<file path="config.mk">
export PLATFORM = sky130hd
export DESIGN_NAME = cpu_top
export DESIGN_NICKNAME = d
export VERILOG_FILES = /design/src/design/cpu_pkg.sv /design/src/design/inst_decoder.sv /design/src/design/reg_file.sv /design/src/design/alu.sv /design/src/design/branch_unit.sv /design/src/design/hazard_ctrl.sv /design/src/design/cpu_top.sv
export SDC_FILE = /design/constraint.sdc
export NUM_CORES = 2
export LEC_CHECK = 0
export ABC_AREA = 0
export BUFFER_PORTS_ARGS = -buffer_cell sky130_fd_sc_hd__buf_4
export CAP_MARGIN = 0
export CORE_MARGIN = 8
export CORE_UTILIZATION = 50
export CTS_CLUSTER_DIAMETER = 30
export CTS_CLUSTER_SIZE = 10
export DETAILED_ROUTE_END_ITERATION = 8
export PLACE_DENSITY = 0.66
export SYNTH_ARGS = -nofsm -noshare
export SYNTH_HDL_FRONTEND = slang
export SYNTH_HIERARCHICAL = 1
export SYNTH_SLANG_ARGS = --single-unit
export TNS_END_PERCENT = 30
</file>
<file path="constraint.sdc">
create_clock -name clk -period 21.8 [get_ports clk]
set_clock_uncertainty 0.15 [all_clocks]
set_input_delay 4.36 -clock clk [delete_from_list [all_inputs] [get_ports clk]]
set_output_delay 4.36 -clock clk [all_outputs]
set_load 0.1 [all_outputs]
</file>
<file path="src/design/cpu_pkg.sv">
package cpu_pkg;

    localparam int XLEN       = 32;
    localparam int REG_ADDR_W = 5;

    typedef logic [XLEN-1:0]       word_t;
    typedef logic [REG_ADDR_W-1:0] reg_addr_t;

    localparam word_t RESET_PC = '0;
    localparam word_t NOP_INST = 32'h0000_0033;  // add x0, x0, x0

    localparam logic [6:0] OP_LUI    = 7'b0110111;
    localparam logic [6:0] OP_AUIPC  = 7'b0010111;
    localparam logic [6:0] OP_JAL    = 7'b1101111;
    localparam logic [6:0] OP_JALR   = 7'b1100111;
    localparam logic [6:0] OP_BRANCH = 7'b1100011;
    localparam logic [6:0] OP_LOAD   = 7'b0000011;
    localparam logic [6:0] OP_STORE  = 7'b0100011;
    localparam logic [6:0] OP_IMM    = 7'b0010011;
    localparam logic [6:0] OP_REG    = 7'b0110011;

    localparam logic [2:0] F3_BEQ  = 3'b000;
    localparam logic [2:0] F3_BNE  = 3'b001;
    localparam logic [2:0] F3_BLT  = 3'b100;
    localparam logic [2:0] F3_BGE  = 3'b101;
    localparam logic [2:0] F3_BLTU = 3'b110;
    localparam logic [2:0] F3_BGEU = 3'b111;

    typedef enum logic [3:0] {
        ALU_ADD, ALU_SUB, ALU_SLL, ALU_SLT, ALU_SLTU,
        ALU_XOR, ALU_SRL, ALU_SRA, ALU_OR, ALU_AND
    } alu_op_e;

    typedef enum logic [1:0] {WB_ALU, WB_PC4, WB_MEM, WB_IMM} wb_sel_e;

    typedef enum logic [1:0] {FWD_NONE, FWD_MEM, FWD_WB} fwd_sel_e;

    typedef struct packed {
        logic [6:0] funct7;
        reg_addr_t  rs2;
        reg_addr_t  rs1;
        logic [2:0] funct3;
        reg_addr_t  rd;
        logic [6:0] opcode;
    } r_fmt_t;

    typedef struct packed {
        logic [11:0] imm;
        reg_addr_t   rs1;
        logic [2:0]  funct3;
        reg_addr_t   rd;
        logic [6:0]  opcode;
    } i_fmt_t;

    typedef struct packed {
        logic [6:0] imm_hi;
        reg_addr_t  rs2;
        reg_addr_t  rs1;
        logic [2:0] funct3;
        logic [4:0] imm_lo;
        logic [6:0] opcode;
    } s_fmt_t;

    typedef struct packed {
        logic       imm12;
        logic [5:0] imm10_5;
        reg_addr_t  rs2;
        reg_addr_t  rs1;
        logic [2:0] funct3;
        logic [3:0] imm4_1;
        logic       imm11;
        logic [6:0] opcode;
    } b_fmt_t;

    typedef struct packed {
        logic [19:0] imm;
        reg_addr_t   rd;
        logic [6:0]  opcode;
    } u_fmt_t;

    typedef struct packed {
        logic       imm20;
        logic [9:0] imm10_1;
        logic       imm11;
        logic [7:0] imm19_12;
        reg_addr_t  rd;
        logic [6:0] opcode;
    } j_fmt_t;

    // One instruction word, six views
    typedef union packed {
        r_fmt_t r;
        i_fmt_t i;
        s_fmt_t s;
        b_fmt_t b;
        u_fmt_t u;
        j_fmt_t j;
    } inst_u;

    typedef struct packed {
        logic       rf_we;
        wb_sel_e    wb_sel;
        alu_op_e    alu_op;
        logic       src1_pc;   // Operand a is the PC
        logic       src2_imm;  // Operand b is the immediate
        logic       dm_we;
        logic       is_load;
        logic       branch;
        logic       jal;
        logic       jalr;
        logic [2:0] br_funct;
        logic       rs1_used;
        logic       rs2_used;
    } ctrl_t;

    typedef struct packed {
        word_t pc;
        word_t pc4;
        inst_u inst;
    } if_id_t;

    typedef struct packed {
        ctrl_t     ctrl;
        word_t     pc;
        word_t     pc4;
        reg_addr_t rs1;
        reg_addr_t rs2;
        reg_addr_t rd;
        word_t     rd0;
        word_t     rd1;
        word_t     imm;
    } id_ex_t;

    typedef struct packed {
        ctrl_t     ctrl;
        word_t     pc4;
        reg_addr_t rd;
        word_t     alu_res;
        word_t     store_data;
        word_t     imm;
    } ex_mem_t;

    typedef struct packed {
        ctrl_t     ctrl;
        word_t     pc4;
        reg_addr_t rd;
        word_t     alu_res;
        word_t     load_data;
        word_t     imm;
    } mem_wb_t;

endpackage

</file>
<file path="src/design/inst_decoder.sv">
`timescale 1ns/1ns

module inst_decoder (
    input  cpu_pkg::inst_u inst,
    output cpu_pkg::ctrl_t ctrl,
    output cpu_pkg::word_t imm
);
    import cpu_pkg::*;

    // alt picks sub over add and sra over srl
    function automatic alu_op_e alu_from_f3(logic [2:0] f3, logic alt);
        case (f3)
            3'b000:  return alt ? ALU_SUB : ALU_ADD;
            3'b001:  return ALU_SLL;
            3'b010:  return ALU_SLT;
            3'b011:  return ALU_SLTU;
            3'b100:  return ALU_XOR;
            3'b101:  return alt ? ALU_SRA : ALU_SRL;
            3'b110:  return ALU_OR;
            default: return ALU_AND;
        endcase
    endfunction

    always_comb begin
        ctrl = '0;  // Unknown opcodes stay a bubble
        case (inst.r.opcode)
            OP_LUI: begin
                ctrl.rf_we  = 1'b1;
                ctrl.wb_sel = WB_IMM;
            end
            OP_AUIPC: begin
                ctrl.rf_we    = 1'b1;
                ctrl.src1_pc  = 1'b1;
                ctrl.src2_imm = 1'b1;
            end
            OP_JAL: begin
                ctrl.rf_we    = 1'b1;
                ctrl.wb_sel   = WB_PC4;
                ctrl.src1_pc  = 1'b1;
                ctrl.src2_imm = 1'b1;
                ctrl.jal      = 1'b1;
            end
            OP_JALR: begin
                ctrl.rf_we    = 1'b1;
                ctrl.wb_sel   = WB_PC4;
                ctrl.src2_imm = 1'b1;
                ctrl.jalr     = 1'b1;
                ctrl.rs1_used = 1'b1;
            end
            OP_BRANCH: begin
                if (inst.b.funct3[2:1] != 2'b01) begin
                    ctrl.branch   = 1'b1;
                    ctrl.br_funct = inst.b.funct3;
                    ctrl.src1_pc  = 1'b1;  // Target is pc + imm
                    ctrl.src2_imm = 1'b1;
                    ctrl.rs1_used = 1'b1;
                    ctrl.rs2_used = 1'b1;
                end
            end
            OP_LOAD: begin
                if (inst.i.funct3 == 3'b010) begin
                    ctrl.rf_we    = 1'b1;
                    ctrl.wb_sel   = WB_MEM;
                    ctrl.is_load  = 1'b1;
                    ctrl.src2_imm = 1'b1;
                    ctrl.rs1_used = 1'b1;
                end
            end
            OP_STORE: begin
                if (inst.s.funct3 == 3'b010) begin
                    ctrl.dm_we    = 1'b1;
                    ctrl.src2_imm = 1'b1;
                    ctrl.rs1_used = 1'b1;
                    ctrl.rs2_used = 1'b1;
                end
            end
            OP_IMM: begin
                ctrl.rf_we    = 1'b1;
                ctrl.alu_op   = alu_from_f3(inst.i.funct3,
                                            inst.i.funct3 == 3'b101 && inst.r.funct7[5]);
                ctrl.src2_imm = 1'b1;
                ctrl.rs1_used = 1'b1;
            end
            OP_REG: begin
                ctrl.rf_we    = 1'b1;
                ctrl.alu_op   = alu_from_f3(inst.r.funct3, inst.r.funct7[5]);
                ctrl.rs1_used = 1'b1;
                ctrl.rs2_used = 1'b1;
            end
            default: ;
        endcase
    end

    always_comb begin
        case (inst.r.opcode)
            OP_STORE:
                imm = {{20{inst.s.imm_hi[6]}}, inst.s.imm_hi, inst.s.imm_lo};
            OP_BRANCH:
                imm = {{19{inst.b.imm12}}, inst.b.imm12, inst.b.imm11,
                       inst.b.imm10_5, inst.b.imm4_1, 1'b0};
            OP_LUI, OP_AUIPC:
                imm = {inst.u.imm, 12'b0};
            OP_JAL:
                imm = {{11{inst.j.imm20}}, inst.j.imm20, inst.j.imm19_12,
                       inst.j.imm11, inst.j.imm10_1, 1'b0};
            default:
                imm = {{20{inst.i.imm[11]}}, inst.i.imm};  // I-type
        endcase
    end

endmodule

</file>
<file path="src/design/reg_file.sv">
`timescale 1ns/1ns

module reg_file (
    input  logic               clk,
    input  logic               reset,
    input  cpu_pkg::reg_addr_t ra0,
    input  cpu_pkg::reg_addr_t ra1,
    output cpu_pkg::word_t     rd0,
    output cpu_pkg::word_t     rd1,
    input  cpu_pkg::reg_addr_t wa,
    input  logic               we,
    input  cpu_pkg::word_t     wd
);
    import cpu_pkg::*;

    word_t regs [2**REG_ADDR_W];

    always_ff @(posedge clk) begin
        if (reset) begin
            for (int i = 0; i < 2**REG_ADDR_W; i++) begin
                regs[i] <= '0;
            end
        end else if (we && wa != '0) begin  // x0 never written
            regs[wa] <= wd;
        end
    end

    // Write-through so decode sees the value retiring this cycle
    assign rd0 = (we && wa != '0 && wa == ra0) ? wd : regs[ra0];
    assign rd1 = (we && wa != '0 && wa == ra1) ? wd : regs[ra1];

    x0_reads_zero: assert property (@(posedge clk) disable iff (reset)
        ra0 == '0 |-> rd0 == '0);

endmodule

</file>
<file path="src/design/alu.sv">
`timescale 1ns/1ns

module alu (
    input  cpu_pkg::word_t   a,
    input  cpu_pkg::word_t   b,
    input  cpu_pkg::alu_op_e op,
    output cpu_pkg::word_t   y
);
    import cpu_pkg::*;

    logic [4:0] shamt;

    assign shamt = b[4:0];

    always_comb begin
        case (op)
            ALU_ADD:  y = a + b;
            ALU_SUB:  y = a - b;
            ALU_SLL:  y = a << shamt;
            ALU_SLT:  y = {{(XLEN-1){1'b0}}, $signed(a) < $signed(b)};
            ALU_SLTU: y = {{(XLEN-1){1'b0}}, a < b};
            ALU_XOR:  y = a ^ b;
            ALU_SRL:  y = a >> shamt;
            ALU_SRA:  y = $signed(a) >>> shamt;  // Sign fill
            ALU_OR:   y = a | b;
            ALU_AND:  y = a & b;
            default:  y = '0;
        endcase
    end

endmodule

</file>
<file path="src/design/branch_unit.sv">
`timescale 1ns/1ns

module branch_unit (
    input  cpu_pkg::ctrl_t ctrl,
    input  cpu_pkg::word_t rs1_val,
    input  cpu_pkg::word_t rs2_val,
    input  cpu_pkg::word_t alu_res,
    output logic           redirect,
    output cpu_pkg::word_t target
);
    import cpu_pkg::*;

    logic taken;

    always_comb begin
        case (ctrl.br_funct)
            F3_BEQ:  taken = rs1_val == rs2_val;
            F3_BNE:  taken = rs1_val != rs2_val;
            F3_BLT:  taken = $signed(rs1_val) < $signed(rs2_val);
            F3_BGE:  taken = $signed(rs1_val) >= $signed(rs2_val);
            F3_BLTU: taken = rs1_val < rs2_val;
            F3_BGEU: taken = rs1_val >= rs2_val;
            default: taken = 1'b0;
        endcase
    end

    assign redirect = (ctrl.branch && taken) || ctrl.jal || ctrl.jalr;
    assign target   = ctrl.jalr ? {alu_res[XLEN-1:1], 1'b0} : alu_res;  // jalr clears bit 0

    // Immediates and the link register must keep fetch word aligned
    always_comb begin
        if (redirect) begin
            target_aligned: assert final (target[1:0] == 2'b00)
                else $error("misaligned redirect target %h", target);
        end
    end

endmodule

</file>
<file path="src/design/hazard_ctrl.sv">
`timescale 1ns/1ns

module hazard_ctrl (
    input  cpu_pkg::id_ex_t    id_ex,
    input  cpu_pkg::reg_addr_t if_id_rs1,
    input  cpu_pkg::reg_addr_t if_id_rs2,
    input  cpu_pkg::ctrl_t     id_uses,
    input  cpu_pkg::ex_mem_t   ex_mem,
    input  cpu_pkg::mem_wb_t   mem_wb,
    input  logic               redirect,
    output cpu_pkg::fwd_sel_e  fwd_a,
    output cpu_pkg::fwd_sel_e  fwd_b,
    output logic               stall,
    output logic               flush
);
    import cpu_pkg::*;

    logic use_rs1, use_rs2;

    // Youngest producer wins
    function automatic fwd_sel_e fwd_source(reg_addr_t rs, logic used,
                                            ex_mem_t em, mem_wb_t mw);
        fwd_sel_e sel;
        sel = FWD_NONE;
        if (used && rs != '0) begin
            if (em.ctrl.rf_we && em.rd == rs) begin
                sel = FWD_MEM;
            end else if (mw.ctrl.rf_we && mw.rd == rs) begin
                sel = FWD_WB;
            end
        end
        return sel;
    endfunction

    assign fwd_a = fwd_source(id_ex.rs1, id_ex.ctrl.rs1_used, ex_mem, mem_wb);
    assign fwd_b = fwd_source(id_ex.rs2, id_ex.ctrl.rs2_used, ex_mem, mem_wb);

    // Load in EX feeding the instruction in decode
    assign use_rs1 = id_uses.rs1_used && id_ex.rd == if_id_rs1;
    assign use_rs2 = id_uses.rs2_used && id_ex.rd == if_id_rs2;
    assign stall   = id_ex.ctrl.is_load && id_ex.rd != '0 && (use_rs1 || use_rs2);
    assign flush   = redirect;

    // A load never redirects, so the two cannot meet
    always_comb begin
        if (stall) begin
            stall_flush_excl: assert final (!flush)
                else $error("stall and flush raised together");
        end
    end

endmodule

</file>
<file path="src/design/cpu_top.sv">
`timescale 1ns/1ns

module cpu_top (
    input  logic           clk,
    input  logic           reset,
    output cpu_pkg::word_t im_addr,
    input  cpu_pkg::word_t im_dout,
    output cpu_pkg::word_t mem_addr,
    output logic           mem_we,
    output cpu_pkg::word_t mem_din,
    input  cpu_pkg::word_t mem_dout
);
    import cpu_pkg::*;

    word_t    pc, pc4, next_pc;
    if_id_t   if_id;
    id_ex_t   id_ex;
    ex_mem_t  ex_mem;
    mem_wb_t  mem_wb;
    ctrl_t    id_ctrl;
    word_t    id_imm, rf_rd0, rf_rd1;
    fwd_sel_e fwd_a, fwd_b;
    logic     stall, flush, redirect;
    word_t    br_target;
    word_t    mem_fwd, wb_data, rs1_val, rs2_val;
    word_t    alu_a, alu_b, alu_res;

    function automatic word_t fwd_pick(fwd_sel_e sel, word_t rf_val, word_t mem_val,
                                       word_t wb_val);
        case (sel)
            FWD_MEM: return mem_val;
            FWD_WB:  return wb_val;
            default: return rf_val;
        endcase
    endfunction

    assign pc4     = pc + 32'd4;
    assign next_pc = redirect ? br_target : pc4;
    assign im_addr = pc;

    always_ff @(posedge clk) begin
        if (reset) begin
            pc <= RESET_PC;
        end else if (!stall) begin
            pc <= next_pc;
        end
    end

    always_ff @(posedge clk) begin
        if (reset || flush) begin
            if_id.inst <= NOP_INST;
        end else if (!stall) begin
            if_id <= '{pc: pc, pc4: pc4, inst: im_dout};
        end
    end

    inst_decoder u_dec (
        .inst (if_id.inst),
        .ctrl (id_ctrl),
        .imm  (id_imm)
    );

    reg_file u_rf (
        .clk   (clk),
        .reset (reset),
        .ra0   (if_id.inst.r.rs1),
        .ra1   (if_id.inst.r.rs2),
        .rd0   (rf_rd0),
        .rd1   (rf_rd1),
        .wa    (mem_wb.rd),
        .we    (mem_wb.ctrl.rf_we),
        .wd    (wb_data)
    );

    always_ff @(posedge clk) begin
        if (reset || stall || flush) begin
            id_ex.ctrl <= '0;  // Bubble
        end else begin
            id_ex.ctrl <= id_ctrl;
        end
        id_ex.pc  <= if_id.pc;
        id_ex.pc4 <= if_id.pc4;
        id_ex.rs1 <= if_id.inst.r.rs1;
        id_ex.rs2 <= if_id.inst.r.rs2;
        id_ex.rd  <= if_id.inst.r.rd;
        id_ex.rd0 <= rf_rd0;
        id_ex.rd1 <= rf_rd1;
        id_ex.imm <= id_imm;
    end

    // Value an instruction in MEM would write back
    always_comb begin
        case (ex_mem.ctrl.wb_sel)
            WB_PC4:  mem_fwd = ex_mem.pc4;
            WB_IMM:  mem_fwd = ex_mem.imm;
            default: mem_fwd = ex_mem.alu_res;
        endcase
    end

    assign rs1_val = fwd_pick(fwd_a, id_ex.rd0, mem_fwd, wb_data);
    assign rs2_val = fwd_pick(fwd_b, id_ex.rd1, mem_fwd, wb_data);
    assign alu_a   = id_ex.ctrl.src1_pc ? id_ex.pc : rs1_val;
    assign alu_b   = id_ex.ctrl.src2_imm ? id_ex.imm : rs2_val;

    alu u_alu (
        .a  (alu_a),
        .b  (alu_b),
        .op (id_ex.ctrl.alu_op),
        .y  (alu_res)
    );

    branch_unit u_br (
        .ctrl     (id_ex.ctrl),
        .rs1_val  (rs1_val),
        .rs2_val  (rs2_val),
        .alu_res  (alu_res),
        .redirect (redirect),
        .target   (br_target)
    );

    always_ff @(posedge clk) begin
        if (reset) begin
            ex_mem.ctrl <= '0;
        end else begin
            ex_mem.ctrl <= id_ex.ctrl;
        end
        ex_mem.pc4        <= id_ex.pc4;
        ex_mem.rd         <= id_ex.rd;
        ex_mem.alu_res    <= alu_res;
        ex_mem.store_data <= rs2_val;
        ex_mem.imm        <= id_ex.imm;
    end

    assign mem_addr = ex_mem.alu_res;
    assign mem_din  = ex_mem.store_data;
    assign mem_we   = ex_mem.ctrl.dm_we;

    always_ff @(posedge clk) begin
        if (reset) begin
            mem_wb.ctrl <= '0;
        end else begin
            mem_wb.ctrl <= ex_mem.ctrl;
        end
        mem_wb.pc4       <= ex_mem.pc4;
        mem_wb.rd        <= ex_mem.rd;
        mem_wb.alu_res   <= ex_mem.alu_res;
        mem_wb.load_data <= mem_dout;
        mem_wb.imm       <= ex_mem.imm;
    end

    always_comb begin
        case (mem_wb.ctrl.wb_sel)
            WB_PC4:  wb_data = mem_wb.pc4;
            WB_MEM:  wb_data = mem_wb.load_data;
            WB_IMM:  wb_data = mem_wb.imm;
            default: wb_data = mem_wb.alu_res;
        endcase
    end

    hazard_ctrl u_hzd (
        .id_ex     (id_ex),
        .if_id_rs1 (if_id.inst.r.rs1),
        .if_id_rs2 (if_id.inst.r.rs2),
        .id_uses   (id_ctrl),
        .ex_mem    (ex_mem),
        .mem_wb    (mem_wb),
        .redirect  (redirect),
        .fwd_a     (fwd_a),
        .fwd_b     (fwd_b),
        .stall     (stall),
        .flush     (flush)
    );

endmodule

</file>
==> results.md <==
- The number of buffers on the longest clock path is 4.
- The mean instance size in the synthesized netlist is 12.5 sq um.
- The hold buffer count at cts is 0.
- In this run the critical register-to-register path is captured at im_addr[29].
- The switching power is 3.63 mW.
- The cell area that synthesis handed to floorplanning was 85,100 sq um.
- The analysis attributes to cell leakage a power of 37.6 nW.
- The fraction of layout instances using a drive strength above 1 is 22.3%.
- The maximum number of pins on one net before global-route repair is 137.
- The placement row count is 151.
- The aggregate global-route resource usage is 32.4%.
- The initial utilization of the core area, before any placement, comes to 50.3%.
- For this block, the routed nets add up to 309 mm of wire.
- The cell count of the worst hold path is 0.
- Summing over every cut layer, the via total after detailed routing is 62,300.
- Counting I/O delays and the setup requirement, the final critical path takes 8.32 ns.
- The worst register-to-register path begins at mem_wb[96].
- The number of fill cells in the layout is 13,300.
- The number of H-tree levels is 5.
- The launch point of the critical path is mem_wb[96].
- The cell count after synthesis came out at 6,801.
- In the final layout, flip-flops and latches occupy 43,200 sq um.
- The detailed-router iteration count before antenna repair is 8.
- For hold timing, the worst endpoint is id_ex[148].
- Internal power comes to 7.81 mW.
- The die covers 184,000 sq um.
- The number of buffers and inverters on the critical path is 3.
- The growth of design area from synthesis to finish is 16.9%.
- Clock tree synthesis inserted a total of 369 buffers.
- Of the total power, registers draw 31.9%.
- Of the total power, the clock network draws 47.6%.
- After floorplanning, the core was sized to cover 169,000 sq um.
- In the post-route analysis, the smallest setup slack over all paths is 13.48 ns.
- Net switching is 31.8% of the power.
- Across the VDD grid, the largest voltage drop is 0.0831 mV.
- The area of the multi-input gates is 38,000 sq um.
- STA puts the critical path data arrival time at 8.95 ns.
- Timing would allow up to 120 MHz.
- Counting tap cells, the placed design contains a total of 8,701 instances.
- The final hold violation count is 0.
- The total of buffers placed on input and output ports is 162.
- The sum of overflow across all layers after global routing is 0.
- TritonCTS built the clock tree.
- At the end of the flow, the number of nets in the layout was 7,058.
- In this run the power density over the cells is 115 nW/um^2.
- The data required time of the critical path is 22.43 ns.
- Clock tree synthesis selected as its root buffer the cell sky130_fd_sc_hd__clkbuf_16.
- The initial antenna violation count is 39.
- Dividing the detail-routed wire length by the instance count gives 33.0 um.
- The highest-delay cell along the critical path is sky130_fd_sc_hd__clkinv_1.
- After detailed routing, the number of remaining DRC violations is 0.
- The flow ran to the end, and the final reports show no timing, DRC or antenna violations.
- The combinational group share of total power is 20.6%.
- The post-detailed-placement half-perimeter wirelength is 208 mm.
- The die width is 429 um.
- At the end of routability-driven placement, the weighted congestion stood at 1.02.
- For this run, the number of standard cells in the final layout without fillers is 9,377.
- After clock tree synthesis, the repair step resized 0 gates.
- Clock-pin slew was measured on the worst setup and hold paths at 0.05 ns.
- In the routed layout, each cell is associated on average with a via count of 6.64.
- The via count of the first global-routing pass is 60,100.
- Setup repair after global routing left no endpoint under its margin.
- Max-cap violations in this run came to 0.
- The count of nets left with antenna violations once routing finished came out at 0.
- The transition time at the pin with the least slew margin is 1.30 ns.
- Counting cells, the worst reg-to-reg path comes to 25.
- The floorplan die height is 429 um.
- The number of setup buffers added after CTS is 0.
- After routing, the total negative slack on setup checks comes to 0 ns.
- The number of max-slew violations in the final report was 0.
- Setup violations remaining at the end of the flow were counted as 0.
- The type of the worst setup path is reg -> reg.
- The worst min-delay path startpoint is if_id[69].
- For this run, the number of Yosys warnings is 6.
- On the worst path, the slowest cell contributes a delay of 0.95 ns.
- The clock insertion delay at the later pin of the skew report is 0.95 ns.
- The nature of the critical path endpoint is a flop.
- The kind of path behind the tightest hold check is reg -> reg.
- The minimum setup slack among reg-to-reg paths is 13.48 ns.
- After layout, the worst path uses 38.2% of the clock period.
- The wire length of the first global-routing pass is 439 mm.
- The worst setup timing slack at the placement stage is 13.71 ns.
- The violation count after the first detailed-routing iteration is 8,920.
- The worst pin sits at a relative slew slack of 13.1%.
- The critical path startpoint category is a flop.
- The TritonCTS sink count is 1,615.
- For this design the top-level I/O count stands at 163.
- On the critical path the largest part of the delay comes from compound AO/OA/AOI/OAI gates.
- In this run the worst path has a maximum fanout of 61.
-- flip-flops by register name, indices dropped and copies added, names as in the netlist --
register	flops
ex_mem	72
mem_wb	136
mem_we	1
im_addr	32
if_id	94
u_rf/regs	1024
mem_addr	32
mem_din	32
id_ex	192
-- metrics by stage --
step	util, %	power (mW)	hold slack [ns]	cell area (sq um)
after floorplan	-	5.13	0.160	85300
after global placement	51.6	5.95	0.164	87300
after detailed placement	51.6	5.96	0.162	87300
after CTS	58.8	11.4	0.164	99500
after global routing	58.8	11.7	0.165	99500
final	58.8	11.4	0.163	99500
-- power by group through the flow --
stage / Clock [mW] / Combinational, mW / Sequential, mW
after global routing: 5.64 / 2.42 / 3.65
after detailed placement: 0 / 2.28 / 3.69
final: 5.44 / 2.35 / 3.65
after floorplan: 0 / 1.56 / 3.57
after CTS: 5.47 / 2.29 / 3.64
after global placement: 0 / 2.27 / 3.68
-- per-layer routing --
| metal | global-route usage (%) | wire length, um | vias to the layer above |
|---|---|---|---|
| li1 | - | - | 25800 |
| met1 | 41.5 | 114000 | 31300 |
| met2 | 51.3 | 142000 | 4322 |
| met3 | 7.19 | 32800 | 839 |
| met4 | 17.6 | 20100 | 8 |
| met5 | 0 | 52 | - |
-- worst max path at each step --
stage / to / slack, ns / cells after the start
after floorplan: if_id[34] / 13.49 / 4
after global placement: im_addr[29] / 13.70 / 25
after detailed placement: im_addr[29] / 13.71 / 25
after CTS: im_addr[29] / 13.69 / 25
after global routing: im_addr[29] / 13.19 / 25
final: im_addr[29] / 13.48 / 25
-- placed cells by master (no fill, tap or decap), drive strengths merged, types with 17 or more instances in the layout --
master	n
edfxtp	1086
and2	1003
mux4	554
dfxtp	529
clkbuf	436
buf	354
nor2	348
o22ai	319
nand2	283
mux2i	228
o21ai	173
inv	166
a21oi	143
ha	136
clkinv	133
nor3	118
nor2b	98
a211oi	91
o31ai	79
or4	76
nand3	59
xnor2	45
bufinv	44
o211ai	44
xor2	43
or2	40
a21o	39
clkinvlp	34
conb	32
nor4	31
and3	30
a22oi	27
nand4	26
a31oi	22
or3	21
a221oi	20
nand3b	19
nand2b	17
-- worst register-to-register path: stages (launching register included) --
cell                       delay (ns)
sky130_fd_sc_hd__dfxtp_1         0.57
sky130_fd_sc_hd__xor2_1          0.13
sky130_fd_sc_hd__nor4_1          0.34
sky130_fd_sc_hd__nand3_1         0.16
sky130_fd_sc_hd__nor3b_2         0.29
sky130_fd_sc_hd__ha_2            0.24
sky130_fd_sc_hd__nand2_1         0.05
sky130_fd_sc_hd__buf_4           0.32
sky130_fd_sc_hd__o22ai_1         0.25
sky130_fd_sc_hd__nor3_1          0.11
sky130_fd_sc_hd__o31ai_4         0.19
sky130_fd_sc_hd__buf_4           0.69
sky130_fd_sc_hd__clkinv_1        0.98
sky130_fd_sc_hd__ha_1            0.66
sky130_fd_sc_hd__nor2_1          0.07
sky130_fd_sc_hd__o311a_1         0.37
sky130_fd_sc_hd__a221o_1         0.43
sky130_fd_sc_hd__a211oi_1        0.61
sky130_fd_sc_hd__o211ai_1        0.31
sky130_fd_sc_hd__o311a_1         0.38
sky130_fd_sc_hd__nand2_1         0.06
sky130_fd_sc_hd__nand4_1         0.20
sky130_fd_sc_hd__nor2b_1         0.17
sky130_fd_sc_hd__o21ai_0         0.08
sky130_fd_sc_hd__o211a_1         0.14
sky130_fd_sc_hd__mux2_2          0.25
-- area by class of cell --
| cell class | count | share of cell area [%] |
|---|---|---|
| clock inverters | 227 | 2.44 |
| repair buffers | 354 | 2.71 |
| flip-flops and latches | 1615 | 43.4 |
| well taps | 2218 | 2.79 |
| inverters | 150 | 0.566 |
| multi-input cells | 4364 | 38.2 |
| clock buffers | 436 | 9.86 |
| diodes | 13 | 0.0327 |
No activity file was read; power rests on OpenSTA's default activity.
